<file path="config.mk">
export PLATFORM = sky130hd
export DESIGN_NAME = spi_bridge_top
export DESIGN_NICKNAME = d
export VERILOG_FILES = /design/src/design/spi_bridge_pkg.sv /design/src/design/bus_cycle_engine.sv /design/src/design/cmd_parser.sv /design/src/design/reply_mux.sv /design/src/design/spi_bridge_top.sv /design/src/design/spi_slave.sv /design/src/design/sys_ctrl.sv
export SDC_FILE = /design/constraint.sdc
export NUM_CORES = 1
export LEC_CHECK = 0
export ABC_CLOCK_PERIOD_IN_PS = 5480
export BUFFER_PORTS_ARGS = -buffer_cell sky130_fd_sc_hd__buf_2
export CAP_MARGIN = 10
export CORE_MARGIN = 2
export CORE_UTILIZATION = 45
export DETAILED_ROUTE_END_ITERATION = 16
export GPL_TIMING_DRIVEN = 1
export HOLD_SLACK_MARGIN = 0.12
export SLEW_MARGIN = 20
export SYNTH_ARGS = -nofsm -noshare
export SYNTH_HDL_FRONTEND = slang
export SYNTH_HIERARCHICAL = 1
export SYNTH_SLANG_ARGS = --single-unit
</file>
<file path="constraint.sdc">
create_clock -name clk -period 5.48 [get_ports clk]
set_input_delay 1.096 -clock clk [delete_from_list [all_inputs] [get_ports clk]]
set_output_delay 1.096 -clock clk [all_outputs]
set_load 0.005 [all_outputs]
</file>
<file path="src/design/spi_bridge_pkg.sv">
`default_nettype none

package spi_bridge_pkg;

    // host opcodes, first byte of every message
    typedef enum logic [7:0] {
        cmd_nop         = 8'h00,
        cmd_reset       = 8'h01,
        cmd_set_keys    = 8'h10,
        cmd_bus_acquire = 8'h20,
        cmd_bus_release = 8'h21,
        cmd_mem_write   = 8'h22,
        cmd_mem_read    = 8'h23,
        cmd_io_write    = 8'h24,
        cmd_io_read     = 8'h25
    } cmd_e;

    // bus cycle engine, t1..t3 step on phi falling edges
    typedef enum logic [2:0] {
        bus_idle = 3'd0,
        bus_t1   = 3'd1,
        bus_t2   = 3'd2,
        bus_t3   = 3'd3,
        bus_done = 3'd4
    } bus_state_e;

    localparam logic [7:0] status_idle_byte = 8'h00;  // reply when nothing to report
    localparam logic [3:0] byte_idx_max     = 4'd15;  // byte counter saturates here

endpackage

`default_nettype wire

</file>
<file path="src/design/bus_cycle_engine.sv">
`timescale 1ns/1ps
`default_nettype none

module bus_cycle_engine #(
    parameter int addr_w = 16
) (
    input  wire                        clk,
    input  wire                        rst_n,
    input  wire                        msg_start,
    input  wire spi_bridge_pkg::cmd_e  cmd,
    input  wire  [3:0]                 byte_idx,
    input  wire  [7:0]                 rx_byte,
    input  wire                        arg_valid,
    input  wire                        phi,
    input  wire  [7:0]                 bus_rddata,
    output logic [addr_w-1:0]          bus_a,
    output logic [7:0]                 bus_wrdata,
    output logic                       bus_wrdata_en,
    output logic                       bus_rd_n,
    output logic                       bus_wr_n,
    output logic                       bus_mreq_n,
    output logic                       bus_iorq_n,
    output logic [7:0]                 rd_data,
    output logic                       rd_done
);

    localparam int addr_bytes = addr_w / 8;

    spi_bridge_pkg::bus_state_e state;

    logic phi_q;
    logic phi_fall;
    logic phi_rise;
    logic is_mem;
    logic is_io;
    logic is_read;
    logic is_write;

    assign phi_fall = phi_q && !phi;
    assign phi_rise = !phi_q && phi;

    assign is_mem   = cmd == spi_bridge_pkg::cmd_mem_write || cmd == spi_bridge_pkg::cmd_mem_read;
    assign is_io    = cmd == spi_bridge_pkg::cmd_io_write || cmd == spi_bridge_pkg::cmd_io_read;
    assign is_read  = cmd == spi_bridge_pkg::cmd_mem_read || cmd == spi_bridge_pkg::cmd_io_read;
    assign is_write = cmd == spi_bridge_pkg::cmd_mem_write || cmd == spi_bridge_pkg::cmd_io_write;

    always_ff @(posedge clk) begin
        if (!rst_n) begin
            phi_q         <= 1'b0;
            state         <= spi_bridge_pkg::bus_idle;
            bus_wrdata_en <= 1'b0;
            bus_rd_n      <= 1'b1;
            bus_wr_n      <= 1'b1;
            bus_mreq_n    <= 1'b1;
            bus_iorq_n    <= 1'b1;
            rd_done       <= 1'b0;
        end else begin
            phi_q   <= phi;
            rd_done <= 1'b0;
            if (msg_start) begin  // new message aborts the cycle
                state         <= spi_bridge_pkg::bus_idle;
                bus_wrdata_en <= 1'b0;
                bus_rd_n      <= 1'b1;
                bus_wr_n      <= 1'b1;
                bus_mreq_n    <= 1'b1;
                bus_iorq_n    <= 1'b1;
            end else begin
                case (state)
                    spi_bridge_pkg::bus_idle: begin
                        if (arg_valid) begin
                            if (is_read && byte_idx == 4'(addr_bytes))
                                state <= spi_bridge_pkg::bus_t1;  // last address byte
                            if (is_write && byte_idx == 4'(addr_bytes + 1))
                                state <= spi_bridge_pkg::bus_t1;  // data byte
                        end
                    end
                    spi_bridge_pkg::bus_t1: begin
                        if (phi_fall) begin
                            bus_mreq_n    <= !is_mem;
                            bus_iorq_n    <= !is_io;
                            bus_rd_n      <= !is_read;
                            bus_wrdata_en <= is_write;
                            state         <= spi_bridge_pkg::bus_t2;
                        end
                    end
                    spi_bridge_pkg::bus_t2: begin
                        if (phi_fall) begin
                            bus_wr_n <= !is_write;
                            state    <= spi_bridge_pkg::bus_t3;
                        end
                    end
                    spi_bridge_pkg::bus_t3: begin
                        if (phi_fall) begin
                            bus_rd_n   <= 1'b1;
                            bus_wr_n   <= 1'b1;
                            bus_mreq_n <= 1'b1;
                            bus_iorq_n <= 1'b1;
                            rd_done    <= is_read;
                            state      <= spi_bridge_pkg::bus_done;
                        end
                    end
                    spi_bridge_pkg::bus_done: begin
                        if (phi_rise) begin  // hold write data past the strobes
                            bus_wrdata_en <= 1'b0;
                            state         <= spi_bridge_pkg::bus_idle;
                        end
                    end
                    default: state <= spi_bridge_pkg::bus_idle;
                endcase
            end
        end
    end

    // address is sent low byte first
    always_ff @(posedge clk) begin
        if (state == spi_bridge_pkg::bus_idle && arg_valid) begin
            for (int i = 0; i < addr_bytes; i++) begin
                if (byte_idx == 4'(i + 1))
                    bus_a[8*i +: 8] <= rx_byte;
            end
            if (byte_idx == 4'(addr_bytes + 1))
                bus_wrdata <= rx_byte;
        end
        if (state == spi_bridge_pkg::bus_t3 && phi_fall && is_read)
            rd_data <= bus_rddata;  // sampled as the strobes release
    end

endmodule

`default_nettype wire

</file>
<file path="src/design/cmd_parser.sv">
`timescale 1ns/1ps
`default_nettype none

module cmd_parser #(
    parameter int key_bytes = 8,
    parameter int addr_w    = 16
) (
    input  wire                        clk,
    input  wire                        rst_n,
    input  wire                        msg_start,
    input  wire                        msg_end,
    input  wire  [7:0]                 rx_byte,
    input  wire                        rx_valid,
    output spi_bridge_pkg::cmd_e       cmd,
    output logic [3:0]                 byte_idx,
    output logic [key_bytes*8-1:0]     operand,
    output logic                       arg_valid
);

    typedef enum logic [1:0] {
        ps_idle,
        ps_opcode,
        ps_operand
    } parse_state_e;

    parse_state_e state;

    // address bytes plus the data byte must stay below the saturation index
    if (addr_w % 8 != 0 || addr_w / 8 + 1 >= 15 || key_bytes < 2) begin : g_param_check
        $error("cmd_parser: unsupported addr_w or key_bytes");
    end

    assign arg_valid = rx_valid && (state == ps_operand);

    always_ff @(posedge clk) begin
        if (!rst_n) begin
            state    <= ps_idle;
            cmd      <= spi_bridge_pkg::cmd_nop;
            byte_idx <= 4'd0;
        end else if (msg_start) begin
            state    <= ps_opcode;
            byte_idx <= 4'd0;
        end else if (msg_end) begin
            state <= ps_idle;  // cmd stays for end-of-message actions
        end else if (rx_valid && state != ps_idle) begin
            if (byte_idx != spi_bridge_pkg::byte_idx_max)
                byte_idx <= byte_idx + 4'd1;
            if (state == ps_opcode) begin
                cmd   <= spi_bridge_pkg::cmd_e'(rx_byte);
                state <= ps_operand;
            end
        end
    end

    // first operand byte ends up in the low byte
    always_ff @(posedge clk) begin
        if (arg_valid)
            operand <= {rx_byte, operand[key_bytes*8-1:8]};
    end

endmodule

`default_nettype wire

</file>
<file path="src/design/reply_mux.sv">
`timescale 1ns/1ps
`default_nettype none

module reply_mux (
    input  wire                        clk,
    input  wire                        rst_n,
    input  wire spi_bridge_pkg::cmd_e  cmd,
    input  wire  [7:0]                 rd_data,
    input  wire                        rd_done,
    input  wire                        bus_owned,
    input  wire                        tx_ack,
    output logic [7:0]                 tx_byte
);

    logic       rd_pend;  // read data waiting for the host
    logic       is_bus_cmd;
    logic [7:0] status;

    assign is_bus_cmd = cmd inside {spi_bridge_pkg::cmd_bus_acquire,
                                    spi_bridge_pkg::cmd_bus_release,
                                    spi_bridge_pkg::cmd_mem_write,
                                    spi_bridge_pkg::cmd_mem_read,
                                    spi_bridge_pkg::cmd_io_write,
                                    spi_bridge_pkg::cmd_io_read};

    assign status = is_bus_cmd ? {7'd0, bus_owned} : spi_bridge_pkg::status_idle_byte;

    always_ff @(posedge clk) begin
        if (!rst_n) begin
            rd_pend <= 1'b0;
            tx_byte <= 8'h00;
        end else if (rd_done) begin
            rd_pend <= 1'b1;
            tx_byte <= rd_data;
        end else if (!(rd_pend && !tx_ack)) begin
            rd_pend <= 1'b0;  // consumed, back to status
            tx_byte <= status;
        end
    end

endmodule

`default_nettype wire

</file>
<file path="src/design/spi_bridge_top.sv">
`timescale 1ns/1ps
`default_nettype none

module spi_bridge_top #(
    parameter int key_bytes = 8,
    parameter int addr_w    = 16
) (
    input  wire                    clk,
    input  wire                    rst_n,
    input  wire                    ssel_n,
    input  wire                    sclk,
    input  wire                    mosi,
    output logic                   miso,
    input  wire                    phi,
    output logic [addr_w-1:0]      bus_a,
    input  wire  [7:0]             bus_rddata,
    output logic [7:0]             bus_wrdata,
    output logic                   bus_wrdata_en,
    output logic                   bus_rd_n,
    output logic                   bus_wr_n,
    output logic                   bus_mreq_n,
    output logic                   bus_iorq_n,
    output logic                   reset_req,
    output logic [key_bytes*8-1:0] keys,
    output logic                   busreq
);

    logic                   msg_start;
    logic                   msg_end;
    logic [7:0]             rx_byte;
    logic                   rx_valid;
    logic [7:0]             tx_byte;
    logic                   tx_ack;
    spi_bridge_pkg::cmd_e   cmd;
    logic [3:0]             byte_idx;
    logic [key_bytes*8-1:0] operand;
    logic                   arg_valid;
    logic                   bus_owned;
    logic [7:0]             rd_data;
    logic                   rd_done;

    spi_slave u_spi (
        .clk(clk), .rst_n(rst_n), .ssel_n(ssel_n), .sclk(sclk), .mosi(mosi), .miso(miso),
        .msg_start(msg_start), .msg_end(msg_end), .rx_byte(rx_byte), .rx_valid(rx_valid),
        .tx_byte(tx_byte), .tx_ack(tx_ack)
    );

    cmd_parser #(.key_bytes(key_bytes), .addr_w(addr_w)) u_parser (
        .clk(clk), .rst_n(rst_n), .msg_start(msg_start), .msg_end(msg_end),
        .rx_byte(rx_byte), .rx_valid(rx_valid), .cmd(cmd), .byte_idx(byte_idx),
        .operand(operand), .arg_valid(arg_valid)
    );

    sys_ctrl #(.key_bytes(key_bytes)) u_sys (
        .clk(clk), .rst_n(rst_n), .cmd(cmd), .msg_end(msg_end), .operand(operand),
        .phi(phi), .reset_req(reset_req), .keys(keys), .busreq(busreq),
        .bus_owned(bus_owned)
    );

    bus_cycle_engine #(.addr_w(addr_w)) u_engine (
        .clk(clk), .rst_n(rst_n), .msg_start(msg_start), .cmd(cmd), .byte_idx(byte_idx),
        .rx_byte(rx_byte), .arg_valid(arg_valid), .phi(phi), .bus_rddata(bus_rddata),
        .bus_a(bus_a), .bus_wrdata(bus_wrdata), .bus_wrdata_en(bus_wrdata_en),
        .bus_rd_n(bus_rd_n), .bus_wr_n(bus_wr_n), .bus_mreq_n(bus_mreq_n),
        .bus_iorq_n(bus_iorq_n), .rd_data(rd_data), .rd_done(rd_done)
    );

    reply_mux u_reply (
        .clk(clk), .rst_n(rst_n), .cmd(cmd), .rd_data(rd_data), .rd_done(rd_done),
        .bus_owned(bus_owned), .tx_ack(tx_ack), .tx_byte(tx_byte)
    );

endmodule

`default_nettype wire

</file>
<file path="src/design/spi_slave.sv">
`timescale 1ns/1ps
`default_nettype none

module spi_slave (
    input  wire        clk,
    input  wire        rst_n,
    input  wire        ssel_n,
    input  wire        sclk,
    input  wire        mosi,
    output logic       miso,
    output logic       msg_start,
    output logic       msg_end,
    output logic [7:0] rx_byte,
    output logic       rx_valid,
    input  wire  [7:0] tx_byte,
    output logic       tx_ack
);

    logic [2:0] ssel_s;    // two sync stages plus edge history
    logic [2:0] sclk_s;
    logic [1:0] mosi_s;
    logic       active;
    logic       sclk_rise;
    logic       sclk_fall;
    logic [2:0] bit_cnt;
    logic [7:0] tx_shift;

    always_ff @(posedge clk) begin
        if (!rst_n) begin
            ssel_s <= 3'b111;  // deselected, no false msg_start
            sclk_s <= 3'b000;
            mosi_s <= 2'b00;
        end else begin
            ssel_s <= {ssel_s[1:0], ssel_n};
            sclk_s <= {sclk_s[1:0], sclk};
            mosi_s <= {mosi_s[0], mosi};
        end
    end

    assign active    = !ssel_s[1];
    assign sclk_rise = active && sclk_s[1] && !sclk_s[2];
    assign sclk_fall = active && !sclk_s[1] && sclk_s[2];
    assign msg_start = ssel_s[2] && !ssel_s[1];
    assign msg_end   = !ssel_s[2] && ssel_s[1];

    // first rise of a byte takes the reply byte
    assign tx_ack = sclk_rise && (bit_cnt == 3'd0);

    // mode 0: MSB must be on the line before the first rise
    assign miso = (bit_cnt == 3'd0) ? tx_byte[7] : tx_shift[7];

    always_ff @(posedge clk) begin
        if (!rst_n) begin
            bit_cnt  <= 3'd0;
            rx_valid <= 1'b0;
        end else begin
            rx_valid <= sclk_rise && (bit_cnt == 3'd7);  // one clk after 8th rise
            if (msg_start)
                bit_cnt <= 3'd0;
            else if (sclk_rise)
                bit_cnt <= bit_cnt + 3'd1;  // wraps at byte boundary
        end
    end

    always_ff @(posedge clk) begin
        if (sclk_rise)
            rx_byte <= {rx_byte[6:0], mosi_s[1]};  // msb first
        if (tx_ack)
            tx_shift <= tx_byte;
        else if (sclk_fall)
            tx_shift <= {tx_shift[6:0], 1'b0};
    end

endmodule

`default_nettype wire

</file>
<file path="src/design/sys_ctrl.sv">
`timescale 1ns/1ps
`default_nettype none

module sys_ctrl #(
    parameter int key_bytes = 8
) (
    input  wire                        clk,
    input  wire                        rst_n,
    input  wire spi_bridge_pkg::cmd_e  cmd,
    input  wire                        msg_end,
    input  wire  [key_bytes*8-1:0]     operand,
    input  wire                        phi,
    output logic                       reset_req,
    output logic [key_bytes*8-1:0]     keys,
    output logic                       busreq,
    output logic                       bus_owned
);

    logic phi_q;
    logic phi_fall;
    logic reset_pend;  // first stage of the reset pulse

    assign phi_fall  = phi_q && !phi;
    assign bus_owned = busreq;

    always_ff @(posedge clk) begin
        if (!rst_n) begin
            phi_q      <= 1'b0;
            reset_pend <= 1'b0;
            reset_req  <= 1'b0;
            keys       <= '0;
            busreq     <= 1'b0;
        end else begin
            phi_q      <= phi;
            reset_pend <= msg_end && (cmd == spi_bridge_pkg::cmd_reset);
            reset_req  <= reset_pend;  // single cycle, 2 clk after msg_end

            if (msg_end && cmd == spi_bridge_pkg::cmd_set_keys)
                keys <= operand;

            // bus request only moves on a phi falling edge
            if (phi_fall) begin
                if (cmd == spi_bridge_pkg::cmd_bus_acquire)
                    busreq <= 1'b1;
                else if (cmd == spi_bridge_pkg::cmd_bus_release)
                    busreq <= 1'b0;
            end
        end
    end

endmodule

`default_nettype wire

</file>
---- Word-level counts from Yosys, hierarchy flattened ----
Index checks and enable logic that the tools add are counted.
storage, ports and cells
  flip-flop bits (word level) ............. 224
  bits in latches ......................... 0
  ROM bits ................................ 0
  bits in writable memories ............... 0
  memories ................................ 0
  output and inout port bits .............. 96
  word-level logic and storage cells ...... 158
operators by class
  $lt $le $gt $ge ......................... 0
  reductions and logical operators ........ 61
  add/sub/neg operators ................... 2
  shift operators ......................... 0
  $mul .................................... 0
  mux-type cells .......................... 34
  divide/modulo/power cells ............... 0
  bitwise operators ....................... 5
  equality and inequality tests ........... 26
operators with widths
  kind                                                             number
  8-bit by 6-bit == test with 1-bit output, second input constant  6
  8-bit two-way mux                                                4
  3-bit two-way mux                                                7
  1-bit logical AND                                                20
  1-bit two-way mux                                                17
  3-bit case mux with 5 select lines                               1
  2-bit AND reduction                                              6
  3-bit AND reduction                                              4
  2-bit nonzero test                                               6
  1-bit logical NOT                                                11
  2-bit by 1-bit != test with 1-bit output, second input constant  5
  1-bit case mux with 2 select lines                               5
  4-bit by 2-bit == test with 1-bit output, second input constant  2
  8-bit by 1-bit == test with 1-bit output, second input constant  1
  8-bit by 5-bit == test with 1-bit output, second input constant  1
  3-bit by 2-bit == test with 1-bit output, second input constant  2
  3-bit == test, second input constant                             2
  3-bit logical NOT                                                2
  6-bit AND reduction                                              1
  3-bit nonzero test                                               2
  6-bit nonzero test                                               1
  1-bit inverter                                                   5
  4-bit by 1-bit adder with 4-bit output, second input constant    1
  4-bit by 1-bit == test with 1-bit output, second input constant  1
  12 further kinds                                                 15

---- Longest topological paths before layout ----
  depth in word-level cells ............... 8
  mapped depth ............................ 7
  depth with buffers taken out ............ 7

---- By module ----
The synthesis kept the hierarchy.
by module, submodules not included
  module            area each (um^2)  seq. area each (um^2)  times used  cells an instance
  sys_ctrl          2,783.9           1,361.3                1           296
  cmd_parser        2,553.7           2,202.1                1           134
  bus_cycle_engine  1,539.0           1,161.1                1           102
  spi_slave         1,043.5           720.7                  1           67
  reply_mux         370.4             180.2                  1           33

---- Worst setup path after synthesis ----
OpenSTA, ideal clock, no wires.
  kind .................................... reg-to-reg
  from .................................... reg u_parser.state[1]
  to ...................................... reg u_engine.bus_a[0], enable pin
  data required time ...................... 5.097 ns
  cell stages (with the launch flop) ...... 6
  path slack .............................. 0.627 ns
  data arrival time ....................... 4.470 ns
  buffers on the path ..................... 0
  cells stage by stage .................... dfxtp_1 nand2_1 nor2_1 nor4b_4 nand2_1 nor3_1
between the ends
  word-level cells in the longest chain between the ends .. 4
ends and longest elaborated chain
  item                                  line                     RTL
  start: declaration                    cmd_parser.sv:26         parse_state_e state;
  start signal: assignment              cmd_parser.sv:37         state <= ps_idle;
  start signal: assignment              cmd_parser.sv:41         state <= ps_opcode;
  start signal: assignment              cmd_parser.sv:44         state <= ps_idle;
  2-bit == test                         cmd_parser.sv:33         assign arg_valid = rx_valid && (state == ps_operand);
  1-bit logical AND                     cmd_parser.sv:33
  net arg_valid                         spi_bridge_top.sv:37     logic arg_valid;
  1-bit logical AND                     bus_cycle_engine.sv:116  if (state == spi_bridge_pkg::bus_idle && arg_valid) begin
  2-bit AND reduction (no source line)  --
  end signal: indexed assignment        bus_cycle_engine.sv:119  bus_a[8*i +: 8] <= rx_byte;
  end: declaration                      bus_cycle_engine.sv:16   output logic [addr_w-1:0] bus_a,
The timed path passes the listed nets, and every way through them passes these cells.
A chain may end at the register's enable or synchronous reset.

---- Final worst setup path ----
  from .................................... reg u_spi.ssel_s[1]
  to ...................................... reg u_sys.keys[44]
between the ends
  word-level cells in the longest chain between the ends .. 2
ends and longest elaborated chain
  item                      line                  RTL
  start: declaration        spi_slave.sv:19       logic [2:0] ssel_s;
  start signal: assignment  spi_slave.sv:34       ssel_s <= {ssel_s[1:0], ssel_n};
  1-bit logical AND         spi_slave.sv:44       assign msg_end = !ssel_s[2] && ssel_s[1];
  net msg_end               spi_bridge_top.sv:29  logic msg_end;
  1-bit logical AND         sys_ctrl.sv:38        if (msg_end && cmd == spi_bridge_pkg::cmd_set_keys)
  end signal: assignment    sys_ctrl.sv:39        keys <= operand;
  end: declaration          sys_ctrl.sv:14        output logic [key_bytes*8-1:0] keys,
The timed path passes the listed nets, and every way through them passes these cells.

==> metrics.txt <==
post-CTS setup buffer count 0; first-pass detailed-route iteration total 4; Arr. time, crit path 3.46 ns; dpl hpwl around 11 mm; vias in the first global route ~5000; hold-critical path endpoint u_spi/rx_byte[0]; Flop pwr share 0.516; Total Routing Usage GR 0.164; CP Cell Sequence nor2b_1 -> nor4b_2 -> and4b_4 -> buf_4 -> mux2i_1; dpl cells around 950; Max Freq ~330 MHz; Pleak 3.54 nW; chip height roughly 140 um; max_slew headroom 0.340; Final Max Tran Viols 0; Crit-path slowest cell and4b_4; Yosys warning total 6; Tcrit/Tclk final 0.556; worst r2r src u_spi/ssel_s[1]; final estimated routing congestion in global placement between 0.8 and 0.9; Period minus WS final 3.05 ns; first-pass GRT wire length approximately 26 mm; Int Pwr around 2.8 mW; final non-filler cell total about 990; ANT cells 0; Initial Util 0.460; clock buffer depth 3; Gate power share 0.013; crit path kind reg -> reg; RSZ-0062 raised after global routing false; Synth Flop Type dfxtp_1; initial antenna violation count 0; DRC 0; worst r2r path cells 5; Yosys cell types 55; Post-synth EDFFs between 100 and 150; clock power share 0.470; Synth Cell Area slightly above 8000 um^2; PwrDens 350 nW/um^2; Peak VDD IR roughly 0.00025 V; run status complete, no violations; FFs w/ async S/R, synth 0; worst slew pin tran ~1 ns; HP Start u_spi/mosi_s[1]; Die W approximately 140 um; WL final 16.4 mm; CTS H-tree depth 1; Clock transition at path regs 0.06 ns; share of post-route cells with drive strength above 1 0.221; net load switching power roughly 0.65 mW; sequential cell area fraction in the yosys report 0.679; endpoints failing setup 0; Core Footprint around 18000 um^2; number of buffers inserted by port buffering 109; largest net degree at the start of global routing approximately 100; die area 19500 um^2; CP startpoint kind flop; Sw Ratio 0.190; Setup TNS Final 0 ns; grt ovf 0; post-cts repair resize count 0; CTS sink cnt roughly 230; Worst Hold Class reg -> reg; Skew-Pair Late Insertion Delay 0.50 ns; critical path required time between 5 and 6 ns; CTS tree built; Clock Tree Root clkbuf_16; setup slack, reg-to-reg 2.43 ns; via count about 5000; Fillers 1528; vias per cell ~5.0; synthesis-to-layout area growth 17.3%; CTS Hold Bufs 0; RR Endpoint u_sys/keys[44]; maxcap violations 0; Starting DRT DRC Count ~280; total power 3.41 mW; Worst Hold Path Cells 0; #FFs+latches synth roughly 230; Num CTS Buffers 24; Max FO, Critical Path 41; Rows 49; CP Capture Type flop; Antenna Nets Post-Route 0; net count after synthesis 650; Crit path largest cell delay 0.88 ns; DR WL/cell about 17 um; I/O Pins 110; Post-Syn Instances approximately 630; Setup Skew about 0.011 ns; Final Hold Vio Count 0; nets@finish between 700 and 800; Mean Syn Cell Area about 13 um^2
-- cells by family after synthesis --
logic type	Yosys count	synth area share
and+or+nand+nor	246	0.150
xor gates and xnor gates	4	0.00423
buffers and inverters	36	0.0321
adders and majority gates	4	0.00604
muxes	82	0.100
DFF	225	0.679
AOI/OAI and AO/OA	35	0.0287
-- sequential cells by signal, summed over array words and instances (netlist names), 8 cells and up --
register             cells
u_engine/bus_a          16
u_engine/bus_wrdata      8
u_engine/rd_data         8
u_parser/cmd             8
u_parser/operand        64
u_reply/tx_byte          8
u_spi/rx_byte            8
u_spi/tx_shift           8
u_sys/keys              64
-- power by group through the flow --
stage / registers (mW) / logic (mW) / clock network (mW)
4_1_cts: 1.76 / 0.0461 / 1.64
3_5_place_dp: 1.80 / 0.0461 / 0
5_1_grt: 1.76 / 0.0515 / 1.72
2_1_floorplan: 1.80 / 0.0330 / 0
6_report: 1.76 / 0.0455 / 1.60
3_3_place_gp: 1.80 / 0.0446 / 0
-- cells in the mapped netlist, types with 4 or more instances --
cell / number / area (um^2)
nand2_1: 157 / 589
dfxtp_1: 113 / 2260
edfxtp_1: 112 / 3360
mux2i_1: 74 / 741
clkbuf_1: 15 / 56.3
nor2_1: 14 / 52.6
nor2b_1: 13 / 81.3
nand2b_1: 10 / 62.6
a22oi_1: 8 / 60.1
and2_1: 8 / 50.1
inv_1: 8 / 30.0
mux2_2: 8 / 90.1
a21oi_1: 7 / 35.0
buf_12: 7 / 140
nor3_1: 5 / 25.0
ha_1: 4 / 50.1
nand3_1: 4 / 20.0
nand4b_1: 4 / 35.0
-- cell usage in the layout, fill, tap and decap left out, types with 3 or more instances in the layout --
master | synthesis | final
a211oi_1 | 3 | 3
a21oi_1 | 7 | 7
a22oi_1 | 8 | 8
and2_1 | 8 | 8
and3_1 | 3 | 3
buf_2 | 2 | 108
buf_4 | 2 | 4
clkbuf_1 | 15 | 10
clkbuf_16 | 0 | 25
clkbuf_8 | 0 | 4
dfxtp_1 | 113 | 113
edfxtp_1 | 112 | 112
ha_1 | 4 | 4
inv_1 | 8 | 8
mux2_2 | 8 | 8
mux2i_1 | 74 | 74
nand2_1 | 157 | 157
nand2b_1 | 10 | 10
nand3_1 | 4 | 4
nand4b_1 | 4 | 4
nor2_1 | 14 | 13
nor2b_1 | 13 | 13
nor3_1 | 5 | 4
nor3b_1 | 3 | 3
nor4_1 | 3 | 3
nor4bb_1 | 3 | 3
o31ai_1 | 3 | 3
-- worst max-delay path by stage --
stage / slack (ns) / cells after the start / endpoint / startpoint
floorplan: 0.63 / 5 / u_engine/bus_a[0] / u_parser/state[1]
CTS: 2.43 / 5 / u_sys/keys[44] / u_spi/ssel_s[1]
finish: 2.43 / 5 / u_sys/keys[44] / u_spi/ssel_s[1]
global route: 2.28 / 5 / u_sys/keys[44] / u_spi/ssel_s[1]
global placement: 2.49 / 4 / u_sys/reset_pend / rst_n
detailed placement: 2.42 / 4 / u_engine/rd_data[5] / phi
-- layer usage --
metal	up-vias	part of all wire	GRT usage
li1	2440	-	-
met1	2381	0.41	0.198
met2	110	0.51	0.301
met3	23	0.050	0.0282
met4	0	0.021	0.0463
met5	-	0	0
-- area by class of cell --
cell class | count | area, um^2 | share of cell area
sequential | 225 | 5630 | 0.578
multi-input combinational | 371 | 2410 | 0.248
clock buffer | 39 | 718 | 0.0738
timing repair buffer | 112 | 571 | 0.0587
tap | 229 | 287 | 0.0295
clock inverter | 5 | 80.1 | 0.00823
inverter | 8 | 30.0 | 0.00309
-- metrics by stage --
stage	instance area, um^2	setup slack, ns	util	hold WS [ns]
after floorplan	8290	0.627	-	0.386
after global placement	8920	2.49	0.495	0.392
after detailed placement	8930	2.42	0.495	0.393
after CTS	9730	2.43	0.540	0.406
after global routing	9730	2.28	0.540	0.414
final	9730	2.43	0.540	0.407
-- critical path, delay by kind of cell, from the launching register on --
family,cells,cell delay [ns]
DFF,1,0.42
buffers and inverters,1,0.52
and+or+nand+nor,3,1.70
muxes,1,0.27
(Power assumes the default switching activity.)
